<file path="config.mk">
export PLATFORM = sky130hd
export DESIGN_NAME = decode_top
export DESIGN_NICKNAME = d
export VERILOG_FILES = /design/src/common/control_pkg.sv /design/src/common/isa_pkg.sv /design/src/verilog/decode_top.sv /design/src/verilog/id_ex_stage.sv /design/src/control/control.sv /design/src/control/alu_control.sv /design/src/fetch/instr_fetch.sv
export VERILOG_INCLUDE_DIRS = /design/src /design/src/common
export SDC_FILE = /design/constraint.sdc
export NUM_CORES = 1
export LEC_CHECK = 0
export BUFFER_PORTS_ARGS = -buffer_cell sky130_fd_sc_hd__buf_2
export CORE_ASPECT_RATIO = 1.5
export CORE_MARGIN = 5
export CORE_UTILIZATION = 50
export DETAILED_ROUTE_END_ITERATION = 10
export PLACE_DENSITY = 0.85
export SLEW_MARGIN = 10
export SYNTH_ARGS = -nofsm -noshare
export SYNTH_HDL_FRONTEND = slang
export SYNTH_SLANG_ARGS = --single-unit
export TNS_END_PERCENT = 100
</file>
<file path="constraint.sdc">
create_clock -name clk -period 15.55 [get_ports clk]
set_input_delay 3.8875 -clock clk [delete_from_list [all_inputs] [get_ports clk]]
set_output_delay 3.8875 -clock clk [all_outputs]
set_load 0.1 [all_outputs]
</file>
<file path="src/common/decode_settings.svh">
`ifndef DECODE_SETTINGS_SVH
`define DECODE_SETTINGS_SVH

////////////////////////////////////////////////////////////////////////////
// Wishbone side

// Word address, byte address bits [1:0] are dropped
`define DECODE_ADDR_WIDTH 30

// First instruction fetched after reset
`define DECODE_RESET_PC 32'h0000_0000

////////////////////////////////////////////////////////////////////////////
// Decode front end

`define DECODE_PC_STEP 32'd4   // No branch resolution here
`define DECODE_LINK_REG 5'd31  // Link target of JAL and JALR

`endif
</file>
<file path="src/common/control_pkg.sv">
package control_pkg;

	typedef enum logic [2:0] {
		ALUOP_RTYPE = 3'd0,  // ALU code from funct
		ALUOP_ADD   = 3'd1,
		ALUOP_AND   = 3'd2,
		ALUOP_OR    = 3'd3,
		ALUOP_XOR   = 3'd4,
		ALUOP_SLT   = 3'd6,  // Branches and SLTI
		ALUOP_LUI   = 3'd7
	} aluop_t;

	typedef enum logic [3:0] {
		SLL  = 4'd0,
		SRL  = 4'd1,
		SRA  = 4'd2,
		SLLV = 4'd3,
		SRLV = 4'd4,
		SRAV = 4'd5,
		ADD  = 4'd6,
		SUB  = 4'd7,
		AND  = 4'd8,
		OR   = 4'd9,
		XOR  = 4'd10,
		NOR  = 4'd11,
		SLT  = 4'd12,
		SLTU = 4'd13,
		LUI  = 4'd14
	} alu_code_t;

	localparam int EXECUTE_BUS_W   = 9;
	localparam int MEMORY_BUS_W    = 9;
	localparam int WRITEBACK_BUS_W = 2;

	// Execute bus
	localparam int EX_REG_DST       = 8;
	localparam int EX_ALU_SRC_SHAMT = 7;
	localparam int EX_ALU_SRC_IMM   = 6;
	localparam int EX_JUMP          = 5;
	localparam int EX_JUMP_REG      = 4;
	localparam int EX_ALU_CODE_MSB  = 3;
	localparam int EX_ALU_CODE_LSB  = 0;

	// Memory bus
	localparam int MEM_BRANCH_NE  = 8;
	localparam int MEM_STORE_BYTE = 7;
	localparam int MEM_STORE_HALF = 6;
	localparam int MEM_LOAD_BYTE  = 5;
	localparam int MEM_LOAD_HALF  = 4;
	localparam int MEM_UNSIGNED   = 3;
	localparam int MEM_BRANCH     = 2;
	localparam int MEM_READ       = 1;
	localparam int MEM_WRITE      = 0;

	// Write-back bus
	localparam int WB_REG_WRITE  = 1;
	localparam int WB_MEM_TO_REG = 0;

endpackage

</file>
<file path="src/common/isa_pkg.sv">
package isa_pkg;

	// Primary opcodes
	localparam logic [5:0] OP_RTYPE = 6'b000000;
	localparam logic [5:0] OP_J     = 6'b000010;
	localparam logic [5:0] OP_JAL   = 6'b000011;
	localparam logic [5:0] OP_BEQ   = 6'b000100;
	localparam logic [5:0] OP_BNE   = 6'b000101;
	localparam logic [5:0] OP_ADDI  = 6'b001000;
	localparam logic [5:0] OP_SLTI  = 6'b001010;
	localparam logic [5:0] OP_ANDI  = 6'b001100;
	localparam logic [5:0] OP_ORI   = 6'b001101;
	localparam logic [5:0] OP_XORI  = 6'b001110;
	localparam logic [5:0] OP_LUI   = 6'b001111;
	localparam logic [5:0] OP_LB    = 6'b100000;
	localparam logic [5:0] OP_LH    = 6'b100001;
	localparam logic [5:0] OP_LW    = 6'b100011;
	localparam logic [5:0] OP_LBU   = 6'b100100;
	localparam logic [5:0] OP_LHU   = 6'b100101;
	localparam logic [5:0] OP_LWU   = 6'b100111;
	localparam logic [5:0] OP_SB    = 6'b101000;
	localparam logic [5:0] OP_SH    = 6'b101001;
	localparam logic [5:0] OP_SW    = 6'b101011;

	// R-type function field
	localparam logic [5:0] FUNCT_SLL  = 6'b000000;
	localparam logic [5:0] FUNCT_SRL  = 6'b000010;
	localparam logic [5:0] FUNCT_SRA  = 6'b000011;
	localparam logic [5:0] FUNCT_SLLV = 6'b000100;
	localparam logic [5:0] FUNCT_SRLV = 6'b000110;
	localparam logic [5:0] FUNCT_SRAV = 6'b000111;
	localparam logic [5:0] FUNCT_JR   = 6'b001000;
	localparam logic [5:0] FUNCT_JALR = 6'b001001;
	localparam logic [5:0] FUNCT_ADD  = 6'b100000;
	localparam logic [5:0] FUNCT_ADDU = 6'b100001;
	localparam logic [5:0] FUNCT_SUB  = 6'b100010;
	localparam logic [5:0] FUNCT_SUBU = 6'b100011;
	localparam logic [5:0] FUNCT_AND  = 6'b100100;
	localparam logic [5:0] FUNCT_OR   = 6'b100101;
	localparam logic [5:0] FUNCT_XOR  = 6'b100110;
	localparam logic [5:0] FUNCT_NOR  = 6'b100111;
	localparam logic [5:0] FUNCT_SLT  = 6'b101010;
	localparam logic [5:0] FUNCT_SLTU = 6'b101011;

	typedef struct packed {
		logic [5:0] opcode;
		logic [4:0] rs;
		logic [4:0] rt;
		logic [4:0] rd;
		logic [4:0] shamt;
		logic [5:0] funct;
	} r_form_t;

	typedef struct packed {
		logic [5:0]  opcode;
		logic [4:0]  rs;
		logic [4:0]  rt;
		logic [15:0] imm16;
	} i_form_t;

	typedef struct packed {
		logic [5:0]  opcode;
		logic [25:0] target26;
	} j_form_t;

	// Same 32-bit word, three decodings
	typedef union packed {
		r_form_t r_form;
		i_form_t i_form;
		j_form_t j_form;
	} instr_word_t;

endpackage

</file>
<file path="src/verilog/decode_top.sv">
`timescale 1ns/100ps
`include "decode_settings.svh"

module decode_top (
	input  logic                                        clk,
	input  logic                                        reset,

	output logic                                        wb_cyc,
	output logic                                        wb_stb,
	output logic [`DECODE_ADDR_WIDTH-1:0]               wb_adr,
	input  logic                                        wb_ack,
	input  logic [31:0]                                 wb_rdata,

	output logic                                        ex_valid,
	input  logic                                        ex_ready,
	output logic [control_pkg::EXECUTE_BUS_W-1:0]   execute_bus,
	output logic [control_pkg::MEMORY_BUS_W-1:0]    memory_bus,
	output logic [control_pkg::WRITEBACK_BUS_W-1:0] writeback_bus,
	output logic [31:0]                                 ex_pc,
	output logic [31:0]                                 ex_imm,
	output logic [31:0]                                 ex_jump_target,
	output logic [4:0]                                  ex_dest,
	output logic [4:0]                                  ex_rs,
	output logic [4:0]                                  ex_rt,
	output logic [4:0]                                  ex_shamt
);
	import isa_pkg::*;
	import control_pkg::*;

	instr_word_t                instr;
	logic [31:0]                instr_pc;
	logic                       instr_valid;
	logic                       instr_ready;
	logic [EXECUTE_BUS_W-1:0]   dec_execute_bus;    // Decoder outputs, same cycle
	logic [MEMORY_BUS_W-1:0]    dec_memory_bus;
	logic [WRITEBACK_BUS_W-1:0] dec_writeback_bus;

	instr_fetch u_instr_fetch (
		.clk         (clk),
		.reset       (reset),
		.wb_cyc      (wb_cyc),
		.wb_stb      (wb_stb),
		.wb_adr      (wb_adr),
		.wb_ack      (wb_ack),
		.wb_rdata    (wb_rdata),
		.instr       (instr),
		.instr_pc    (instr_pc),
		.instr_valid (instr_valid),
		.instr_ready (instr_ready)
	);

	control u_control (
		.instr         (instr),
		.execute_bus   (dec_execute_bus),
		.memory_bus    (dec_memory_bus),
		.writeback_bus (dec_writeback_bus)
	);

	id_ex_stage u_id_ex_stage (
		.clk              (clk),
		.reset            (reset),
		.instr            (instr),
		.instr_pc         (instr_pc),
		.instr_valid      (instr_valid),
		.instr_ready      (instr_ready),
		.execute_bus_in   (dec_execute_bus),
		.memory_bus_in    (dec_memory_bus),
		.writeback_bus_in (dec_writeback_bus),
		.ex_valid         (ex_valid),
		.ex_ready         (ex_ready),
		.execute_bus      (execute_bus),
		.memory_bus       (memory_bus),
		.writeback_bus    (writeback_bus),
		.ex_pc            (ex_pc),
		.ex_imm           (ex_imm),
		.ex_jump_target   (ex_jump_target),
		.ex_dest          (ex_dest),
		.ex_rs            (ex_rs),
		.ex_rt            (ex_rt),
		.ex_shamt         (ex_shamt)
	);

endmodule

</file>
<file path="src/verilog/id_ex_stage.sv">
`timescale 1ns/100ps
`include "decode_settings.svh"

module id_ex_stage (
	input  logic                                        clk,
	input  logic                                        reset,
	input  isa_pkg::instr_word_t                        instr,
	input  logic [31:0]                                 instr_pc,
	input  logic                                        instr_valid,
	output logic                                        instr_ready,
	input  logic [control_pkg::EXECUTE_BUS_W-1:0]   execute_bus_in,
	input  logic [control_pkg::MEMORY_BUS_W-1:0]    memory_bus_in,
	input  logic [control_pkg::WRITEBACK_BUS_W-1:0] writeback_bus_in,

	// Execute side
	output logic                                        ex_valid,
	input  logic                                        ex_ready,
	output logic [control_pkg::EXECUTE_BUS_W-1:0]   execute_bus,
	output logic [control_pkg::MEMORY_BUS_W-1:0]    memory_bus,
	output logic [control_pkg::WRITEBACK_BUS_W-1:0] writeback_bus,
	output logic [31:0]                                 ex_pc,
	output logic [31:0]                                 ex_imm,
	output logic [31:0]                                 ex_jump_target,
	output logic [4:0]                                  ex_dest,
	output logic [4:0]                                  ex_rs,
	output logic [4:0]                                  ex_rt,
	output logic [4:0]                                  ex_shamt
);
	import control_pkg::*;

	alu_code_t   alu_code_in;
	logic        zero_extend;  // Logic immediates
	logic        load;
	logic [31:0] imm_ext;
	logic [31:0] pc_plus4;
	logic [4:0]  dest;

	assign instr_ready = !ex_valid || ex_ready;
	assign load        = instr_valid && instr_ready;

	assign alu_code_in = alu_code_t'(execute_bus_in[EX_ALU_CODE_MSB:EX_ALU_CODE_LSB]);
	assign zero_extend = execute_bus_in[EX_ALU_SRC_IMM] && (alu_code_in inside {AND, OR, XOR});
	assign imm_ext     = zero_extend ? {16'h0000, instr.i_form.imm16}
	                                 : {{16{instr.i_form.imm16[15]}}, instr.i_form.imm16};
	assign pc_plus4    = instr_pc + `DECODE_PC_STEP;

	always_comb
	begin
		if (writeback_bus_in[WB_REG_WRITE]
				&& (execute_bus_in[EX_JUMP] || execute_bus_in[EX_JUMP_REG]))
			dest = `DECODE_LINK_REG;  // JAL, JALR
		else if (execute_bus_in[EX_REG_DST])
			dest = instr.r_form.rd;
		else
			dest = instr.r_form.rt;
	end

	always_ff @(posedge clk)
	begin
		if (reset)
			ex_valid <= 1'b0;
		else if (instr_ready)
			ex_valid <= instr_valid;
	end

	always_ff @(posedge clk)
	begin
		if (load)
		begin
			execute_bus    <= execute_bus_in;
			memory_bus     <= memory_bus_in;
			writeback_bus  <= writeback_bus_in;
			ex_pc          <= instr_pc;
			ex_imm         <= imm_ext;
			ex_jump_target <= {pc_plus4[31:28], instr.j_form.target26, 2'b00};
			ex_dest        <= dest;
			ex_rs          <= instr.r_form.rs;
			ex_rt          <= instr.r_form.rt;
			ex_shamt       <= instr.r_form.shamt;
		end
	end

endmodule

</file>
<file path="src/control/control.sv">
`timescale 1ns/100ps

module control (
	input  isa_pkg::instr_word_t                        instr,
	output logic [control_pkg::EXECUTE_BUS_W-1:0]   execute_bus,
	output logic [control_pkg::MEMORY_BUS_W-1:0]    memory_bus,
	output logic [control_pkg::WRITEBACK_BUS_W-1:0] writeback_bus
);
	import isa_pkg::*;
	import control_pkg::*;

	logic [5:0]                     opcode;
	logic [EX_REG_DST:EX_JUMP_REG]  ex_flags;      // Execute bus without ALU code
	logic                           alu_used;
	aluop_t                         aluop;
	alu_code_t                      alu_code;

	assign opcode = instr.i_form.opcode;

	alu_control u_alu_control (
		.funct    (instr.r_form.funct),
		.aluop    (aluop),
		.alu_code (alu_code)
	);

	// Jumps and undefined opcodes leave the ALU code field at zero
	assign execute_bus = {ex_flags, alu_used ? alu_code : SLL};

	////////////////////////////////////////////////////////////////////////////
	// Main decoder

	always_comb
	begin
		ex_flags      = '0;
		memory_bus    = '0;
		writeback_bus = '0;
		aluop         = ALUOP_RTYPE;
		alu_used      = 1'b1;

		case (opcode)
			OP_RTYPE:
			begin
				writeback_bus[WB_REG_WRITE] = 1'b1;
				case (instr.r_form.funct)
					FUNCT_SLL, FUNCT_SRL, FUNCT_SRA:
					begin
						ex_flags[EX_REG_DST]       = 1'b1;
						ex_flags[EX_ALU_SRC_SHAMT] = 1'b1;  // Shift by shamt
					end
					FUNCT_JR:
					begin
						ex_flags[EX_JUMP_REG]       = 1'b1;
						writeback_bus[WB_REG_WRITE] = 1'b0;
					end
					FUNCT_JALR:
						ex_flags[EX_JUMP_REG] = 1'b1;  // Links to r31
					default:
						ex_flags[EX_REG_DST] = 1'b1;
				endcase
			end

			OP_LB, OP_LH, OP_LW, OP_LBU, OP_LHU, OP_LWU:
			begin
				ex_flags[EX_ALU_SRC_IMM]     = 1'b1;
				aluop                        = ALUOP_ADD;
				memory_bus[MEM_READ]         = 1'b1;
				memory_bus[MEM_LOAD_BYTE]    = opcode inside {OP_LB, OP_LBU};
				memory_bus[MEM_LOAD_HALF]    = opcode inside {OP_LH, OP_LHU};
				memory_bus[MEM_UNSIGNED]     = opcode inside {OP_LBU, OP_LHU};
				writeback_bus[WB_REG_WRITE]  = 1'b1;
				writeback_bus[WB_MEM_TO_REG] = 1'b1;
			end

			OP_SB, OP_SH, OP_SW:
			begin
				ex_flags[EX_ALU_SRC_IMM]   = 1'b1;
				aluop                      = ALUOP_ADD;
				memory_bus[MEM_WRITE]      = 1'b1;
				memory_bus[MEM_STORE_BYTE] = (opcode == OP_SB);
				memory_bus[MEM_STORE_HALF] = (opcode == OP_SH);
			end

			// Immediate arithmetic and logic
			OP_ADDI, OP_SLTI, OP_ANDI, OP_ORI, OP_XORI, OP_LUI:
			begin
				ex_flags[EX_ALU_SRC_IMM]    = 1'b1;
				writeback_bus[WB_REG_WRITE] = 1'b1;
				case (opcode)
					OP_ADDI: aluop = ALUOP_ADD;
					OP_SLTI: aluop = ALUOP_SLT;
					OP_ANDI: aluop = ALUOP_AND;
					OP_ORI:  aluop = ALUOP_OR;
					OP_XORI: aluop = ALUOP_XOR;
					default: aluop = ALUOP_LUI;
				endcase
			end

			OP_BEQ, OP_BNE:
			begin
				aluop                     = ALUOP_SLT;  // Compare by subtraction
				memory_bus[MEM_BRANCH]    = 1'b1;
				memory_bus[MEM_BRANCH_NE] = (opcode == OP_BNE);
			end

			OP_J:
			begin
				ex_flags[EX_JUMP] = 1'b1;
				alu_used          = 1'b0;  // Low bits are target, not funct
			end
			OP_JAL:
			begin
				ex_flags[EX_JUMP]           = 1'b1;
				writeback_bus[WB_REG_WRITE] = 1'b1;
				alu_used                    = 1'b0;
			end

			default:
				alu_used = 1'b0;
		endcase
	end

endmodule

</file>
<file path="src/control/alu_control.sv">
`timescale 1ns/100ps

module alu_control (
	input  logic [5:0]             funct,
	input  control_pkg::aluop_t    aluop,
	output control_pkg::alu_code_t alu_code
);
	import isa_pkg::*;
	import control_pkg::*;

	always_comb
	begin
		case (aluop)
			ALUOP_RTYPE:
			begin
				case (funct)
					FUNCT_SLL:              alu_code = SLL;
					FUNCT_SRL:              alu_code = SRL;
					FUNCT_SRA:              alu_code = SRA;
					FUNCT_SLLV:             alu_code = SLLV;
					FUNCT_SRLV:             alu_code = SRLV;
					FUNCT_SRAV:             alu_code = SRAV;
					FUNCT_ADD, FUNCT_ADDU:  alu_code = ADD;  // No overflow trap
					FUNCT_SUB, FUNCT_SUBU:  alu_code = SUB;
					FUNCT_AND:              alu_code = AND;
					FUNCT_OR:               alu_code = OR;
					FUNCT_XOR:              alu_code = XOR;
					FUNCT_NOR:              alu_code = NOR;
					FUNCT_SLT:              alu_code = SLT;
					FUNCT_SLTU:             alu_code = SLTU;
					default:                alu_code = SLL;  // JR, JALR and the rest
				endcase
			end
			ALUOP_ADD: alu_code = ADD;  // Address and ADDI
			ALUOP_AND: alu_code = AND;
			ALUOP_OR:  alu_code = OR;
			ALUOP_XOR: alu_code = XOR;
			ALUOP_SLT: alu_code = SUB;
			ALUOP_LUI: alu_code = LUI;
			default:   alu_code = ADD;
		endcase
	end

endmodule

</file>
<file path="src/fetch/instr_fetch.sv">
`timescale 1ns/100ps
`include "decode_settings.svh"

module instr_fetch (
	input  logic                          clk,
	input  logic                          reset,

	// Wishbone classic, read only
	output logic                          wb_cyc,
	output logic                          wb_stb,
	output logic [`DECODE_ADDR_WIDTH-1:0] wb_adr,
	input  logic                          wb_ack,
	input  logic [31:0]                   wb_rdata,

	// To decode
	output isa_pkg::instr_word_t          instr,
	output logic [31:0]                   instr_pc,
	output logic                          instr_valid,
	input  logic                          instr_ready
);

	logic [31:0] pc;        // Address of the word being fetched
	logic        ack_edge;
	logic        has_room;  // Buffer empty or drained this cycle

	assign ack_edge = wb_cyc && wb_ack;
	assign has_room = !instr_valid || instr_ready;

	assign wb_stb = wb_cyc;  // Classic cycle, stb follows cyc
	assign wb_adr = pc[`DECODE_ADDR_WIDTH+1:2];

	////////////////////////////////////////////////////////////////////////////
	// Bus cycle and PC

	always_ff @(posedge clk)
	begin
		if (reset)
		begin
			wb_cyc <= 1'b0;
			pc     <= `DECODE_RESET_PC;
		end
		else if (ack_edge)
		begin
			wb_cyc <= 1'b0;  // Idle for at least one cycle
			pc     <= pc + `DECODE_PC_STEP;
		end
		else if (!wb_cyc && has_room)
		begin
			wb_cyc <= 1'b1;
		end
	end

	////////////////////////////////////////////////////////////////////////////
	// One-entry buffer

	always_ff @(posedge clk)
	begin
		if (reset)
			instr_valid <= 1'b0;
		else if (ack_edge)
			instr_valid <= 1'b1;  // Buffer is always empty here
		else if (instr_ready)
			instr_valid <= 1'b0;
	end

	always_ff @(posedge clk)
	begin
		if (ack_edge)
		begin
			instr    <= wb_rdata;
			instr_pc <= pc;
		end
	end

endmodule

</file>
Word-level counts from Yosys, hierarchy flattened
Memories as Yosys holds them, arrays and structs flattened. A register that Yosys moved wholly into a read port is not among the register bits.
Index checks and enable logic that the tools add are counted.
Widths: inputs -> output; s select.
{"block": "totals", "reg_bits": 218, "romBits": 256, "output_inout_bits": 169, "mem_count": 1}
{"block": "op_classes", "add_sub_neg": 2, "eq_ne": 31, "n_mux": 21, "n_reduce_logical": 31}
{"name": "(name not given)", "words": 64, "word_bits": 4, "read_ports": 1, "rd_clocked_by_memory_dff": 1, "wr": 0, "line": "alu_control.sv:16", "text": "case (funct)"}
{"op": "$add 32x3->32 const B", "n": 2}
{"op": "$eq 6x6->1 const B", "n": 9}
{"op": "$eq 6x4->1 const B", "n": 8}
{"op": "$eq 6x2->1 const B", "n": 4}
{"op": "$pmux 4 s6", "n": 1}
{"op": "$reduce_or 18->1", "n": 1}
{"op": "$pmux 3 s5", "n": 1}
{"op": "$reduce_or 15->1", "n": 1}
{"op": "$mux 1", "n": 13}
{"op": "$reduce_or 13->1", "n": 1}
{"op": "$eq 4x4->1 const B", "n": 3}
{"op": "$eq 6x3->1 const B", "n": 2}
{"op": "$logic_not 6->1", "n": 2}
{"op": "$reduce_or 6->1", "n": 2}
{"op": "$eq 3x3->1 const B", "n": 3}
{"op": "$pmux 3 s3", "n": 1}
{"op": "$reduce_or 9->1", "n": 1}
{"op": "$reduce_bool 2->1", "n": 4}
{"op": "$reduce_or 2->1", "n": 4}
{"op": "$eq 3x2->1 const B", "n": 2}
{"op": "$mux 6", "n": 1}
{"op": "$reduce_or 3->1", "n": 2}
{"op": "$logic_and 1x1->1", "n": 5}
{"op": "$mux 5", "n": 1}
{"op": "other kinds (7)", "n": 11}

Longest topological paths before layout
{"block": "logic_depth", "word_depth": 9, "ltp_mapped": 9, "ltp_nobuf": 8}

Cells and area by module
Synthesis repeated with hierarchy kept, for this count alone.
{"block": "unflattened", "hier_cells": 511, "hier_area_um2": 7328.3}
{"module": "instr_fetch", "n_inst": 1, "cells_each": 239, "area_each_um2": 3378.2, "seq_area_each_um2": 2502.4}
{"module": "id_ex_stage", "n_inst": 1, "cells_each": 175, "area_each_um2": 3281.9, "seq_area_each_um2": 2662.6}
{"module": "control", "n_inst": 1, "cells_each": 61, "area_each_um2": 414.1, "seq_area_each_um2": 0.0}
{"module": "alu_control", "n_inst": 1, "cells_each": 36, "area_each_um2": 254.0, "seq_area_each_um2": 0.0}

Least setup slack after synthesis
No wires, ideal clock.
{"block": "synth_timing", "path_type": "input to register", "start": "input port ex_ready", "end": "register u_id_ex_stage.ex_dest[0] (enable)", "arrival_ns": 7.730, "required_ns": 15.011, "slack_ns": 7.281, "stages": 2, "cell_sequence": "nor2b_1 nor2b_1"}
{"block": "synth_between", "elab_chain_len": 2}
{"element": "start, declared", "line": "decode_top.sv:15", "text": "input logic ex_ready,"}
{"element": "$logic_or 1x1->1", "line": "id_ex_stage.sv:38", "text": "assign instr_ready = !ex_valid || ex_ready;"}
{"element": "$logic_and 1x1->1", "line": "id_ex_stage.sv:39", "text": "assign load = instr_valid && instr_ready;"}
{"element": "named net u_id_ex_stage.load", "line": "id_ex_stage.sv:33", "text": "logic load;"}
{"element": "end signal, assigned", "line": "id_ex_stage.sv:76", "text": "ex_dest <= dest;"}
{"element": "end, declared", "line": "id_ex_stage.sv:24", "text": "output logic [4:0] ex_dest,"}
The timed path passes the listed nets, and every way through them passes these cells.
A chain may end at the register's enable or synchronous reset.

==> reports/results.txt <==
The flow ran to the end, and the final reports show no timing, DRC or antenna violations. The critical path contains buffers and inverters numbering 4 combined. Type of the most critical hold path: reg2reg.

The tools report the initial antenna violation count as 0. The number of buffers created by CTS was 17; the maximum vdd ir drop was 0.0706 mV. The path depth of the worst reg2reg path is 9, and the number of global-route vias before repair is 4529. In this run the worst path has a maximum fanout of 73.

The portion of total power attributed to sequential cells was 0.507. The worst hold path begins at u_instr_fetch.instr[25]$_DFFE_PP_. The clock sink count was 184.

The proportion of synthesized chip area in sequential cells is 0.714. The dominant register cell in the synthesized netlist was sky130_fd_sc_hd__edfxtp_1. The final routed DRC violation total came out at 0.

The detailed router finished its first iteration with 472 violations. Traced cell by cell, the critical path runs through buf_2, nand2_1, inv_2, buf_4, mux2i_1, inv_1, ha_1, mux2_2, a21oi_1, nor2_1. Static timing analysis puts the maximum clock frequency at 0.164 GHz. Leaving out fill and tap cells, the most frequent cell in the layout is sky130_fd_sc_hd__buf_2.

For the total routing resource utilization after global routing, the log shows 0.181. Port buffering added 200 buffers. At the worst endpoint, the arrival time is 6.43 ns. The proportion of total power due to net switching was 0.276. The start point of the critical path is wb_ack.

The final instance area was 8640 um2; the total count of max-transition violations in the final report was 0. Share of total power in combinational logic: 0.107. Switching power total: 300 uW.

The type of the worst setup path is in2reg. The root buffer cell chosen for the clock tree is sky130_fd_sc_hd__clkbuf_16. Worst setup slack for register-to-register paths: 12.55 ns.

Number of buffers inserted for hold repair after clock tree synthesis: 0. Entering global routing, the biggest net connects 86 pins. TritonCTS built the clock tree. OpenSTA, run right after detailed placement, puts the worst setup slack at 9.09 ns.

The netlist area before placement was 7220 um2; the remaining global-route overflow was 0. Final wirelength: 15500 um. Endpoint type of the worst setup path: a flip-flop. The final number of hold-violating endpoints was 0; the number of antenna-violating nets in the routed design was 0. In this run, synthesis inferred 147 flip-flops with an integrated enable. The tools report the number of violations of the max-capacitance limit as 0.

Setup repair after global routing left no endpoint under its margin. The number of gates resized after CTS was 0. After clock tree synthesis, the clock-pin slew on the worst setup and hold paths is 0.07 ns. The run gives 14100 um2 as the core footprint. At the pin with the least slew margin, the transition time is 1.08 ns. The cell count after synthesis is 515, and the layout-stage area growth over the synthesis result is 19.7%.

Area enclosed by the die boundary: 17000 um2. Post-CTS timing repair inserted 0 buffers for setup. Clock share of power: 0.386.

The slowest cell on the critical path was sky130_fd_sc_hd__buf_4. The ratio of cells with drive above 1 in the final layout works out to 0.361. Excluding fillers, the count of instances in the completed layout stands at 881.

After synthesis, the mean cell area works out to 14.0 um2. The critical path runs through a total of 10 cells. The per-cell routed wire length came out at 17.6 um. Leaving out fill and tap cells, the most frequent cells in the layout are sky130_fd_sc_hd__buf_2 (200), sky130_fd_sc_hd__edfxtp_1 (147), sky130_fd_sc_hd__nand2_1 (39).

In this design, the stage delay of the slowest critical-path cell is 0.70 ns. The share of async-settable or async-resettable flops after synthesis works out to 0. The setup TNS was 0 ns; the floorplan die width was 108 um. The run gives 3.35 nW as the total leakage power. The global placement routability congestion is 0.800.

On the final layout, the worst clock skew is 0.00927 ns. Critical path startpoint category: an input port. The tools report the number of buffers on the longest clock path as 2. The effective utilization at floorplan is 0.511, and the total placed cells including tap cells is 849. Setup violations remaining at the end of the flow were counted as 0. The first-pass GRT wire length is 23700 um, and the number of rows created at floorplan is 53.

The wire-length estimate of the detail-placed layout is 11100 um. The H-tree was split into 4 levels. For the distinct cell type count of the synthesized netlist, the log shows 56. The clock reaches the later pin of the worst-skew pair after 0.42 ns.

The number of nets in the layout came out at 716. In the post-route analysis, the smallest setup slack over all paths is 9.44 ns. For this run, the detailed router's first-pass iteration total came to 5.

Grouping stages by cell kind, the critical path spends the most delay in buffers and inverters. For this block, the via count after detailed routing is 4649. The height of the die was 157 um.

After layout, the minimum clock period comes to 6.11 ns. 0 antenna diodes ended up in the layout. The startpoint identified for the worst register-to-register timing path is u_instr_fetch.wb_cyc$_SDFFE_PP0P_. Pin placement for this block handled 205 I/O pins. The utilization of the core after routing is 0.611, and the post-detailed-route via-to-cell ratio is 5.28.

The worst slew slack as a fraction of its limit is 0.282, and the number of flip-flops and latches in the synthesized netlist is 184. Power spread over the standard cell area amounts to 126 nW/um2. At the worst endpoint, the required time is 15.86 ns.

The internal power of the cells totals 788 uW. Summing all placed instances gives a cell area of 8060 um2. The post-route clock period utilization was 0.393. The Yosys step of the flow raised 0 warnings.
## logic make-up after synthesis
logic type	Yosys count	synth area share
flip-flops	184	0.714
AND/OR/NAND/NOR	164	0.121
buffers and inverters	75	0.0664
AO/OA/AOI/OAI	53	0.0473
XOR/XNOR	24	0.0291
multiplexers	10	0.0142
adder cells (fa/ha/maj)	4	0.00693
other	1	0.000520
## worst min path at each step
stage | end | slack, ns | cells after the start
finish | u_id_ex_stage.ex_jump_target[27]$_DFFE_PP_ | 0.42 | 0
global route | u_id_ex_stage.ex_rs[1]$_DFFE_PP_ | 0.43 | 0
CTS | u_id_ex_stage.ex_jump_target[27]$_DFFE_PP_ | 0.42 | 0
detailed placement | u_id_ex_stage.ex_jump_target[27]$_DFFE_PP_ | 0.40 | 0
global placement | u_id_ex_stage.ex_imm[10]$_DFFE_PP_ | 0.40 | 0
floorplan | u_id_ex_stage.ex_imm[10]$_DFFE_PP_ | 0.40 | 0
## metrics by stage
stage          hold slack (ns)  total power [mW]
2_1_floorplan            0.400             0.663
3_3_place_gp             0.401             0.676
5_1_grt                  0.426              1.12
4_1_cts                  0.420              1.09
3_5_place_dp             0.405             0.679
6_report                 0.420              1.09
## power groups by stage
stage / sequential (mW) / combinational [mW] / clock, mW
floorplan: 0.610 / 0.0526 / 0
global placement: 0.561 / 0.114 / 0
detailed placement: 0.562 / 0.116 / 0
CTS: 0.552 / 0.117 / 0.424
global route: 0.553 / 0.120 / 0.446
finish: 0.552 / 0.117 / 0.420
## flip-flops by register name, summed over array words and instances, names as in the netlist, 2 cells and up, named ones only
signal and flops:
u_instr_fetch.pc 30, u_id_ex_stage.memory_bus 8, u_id_ex_stage.ex_rt 4, u_id_ex_stage.writeback_bus 2, u_instr_fetch.instr_pc 30, u_id_ex_stage.ex_dest 5, u_id_ex_stage.ex_pc 30, u_id_ex_stage.ex_imm 12
u_id_ex_stage.ex_jump_target 7, u_id_ex_stage.execute_bus 9, u_id_ex_stage.ex_shamt 4, u_id_ex_stage.ex_rs 4, u_instr_fetch.instr 32
## synthesized netlist by cell type, types with 9 or more instances
| master | count | area (um2) |
|---|---|---|
| sky130_fd_sc_hd__edfxtp_1 | 147 | 4410 |
| sky130_fd_sc_hd__buf_4 | 52 | 390 |
| sky130_fd_sc_hd__nand2_1 | 39 | 146 |
| sky130_fd_sc_hd__dfxtp_1 | 37 | 741 |
| sky130_fd_sc_hd__nor2_1 | 36 | 135 |
| sky130_fd_sc_hd__nand4_1 | 17 | 106 |
| sky130_fd_sc_hd__a21oi_1 | 16 | 80.1 |
| sky130_fd_sc_hd__xnor2_1 | 13 | 114 |
| sky130_fd_sc_hd__inv_1 | 12 | 45.0 |
| sky130_fd_sc_hd__o21ai_0 | 11 | 55.1 |
| sky130_fd_sc_hd__xor2_1 | 11 | 96.3 |
| sky130_fd_sc_hd__or3_1 | 10 | 62.6 |
| sky130_fd_sc_hd__clkbuf_1 | 9 | 33.8 |
| sky130_fd_sc_hd__nor4_1 | 9 | 56.3 |
## routing by layer
metal  global-route usage  wire length (um)  share of wire  vias to the layer above
met4               0.0854               450          0.029                        0
met3               0.0447              1270          0.082                       44
met1                0.195              5440           0.35                     2199
met5                    0                 0              0                        -
li1                     -                 -              -                     2169
met2                0.329              8390           0.54                      237
## worst reg2reg max path, stage by stage (launching register included)
cell                      delay, ns
sky130_fd_sc_hd__dfxtp_1       0.43
sky130_fd_sc_hd__nand2_1       0.18
sky130_fd_sc_hd__inv_2         0.08
sky130_fd_sc_hd__buf_4         0.70
sky130_fd_sc_hd__mux2i_1       0.55
sky130_fd_sc_hd__inv_1         0.17
sky130_fd_sc_hd__ha_1          0.26
sky130_fd_sc_hd__mux2_2        0.28
sky130_fd_sc_hd__a21oi_1       0.17
sky130_fd_sc_hd__nor2_1        0.07
## final cells by class
class / count / area (um2)
Timing Repair Buffer: 202 / 1020
Sequential cell: 184 / 5150
Inverter: 12 / 45.0
Tap cell: 192 / 240
Multi-Input combinational cell: 259 / 1600
Clock inverter: 15 / 153
Fill cell: 1016 / 5490
Clock buffer: 17 / 425
Power figures use the tool's default switching activity.
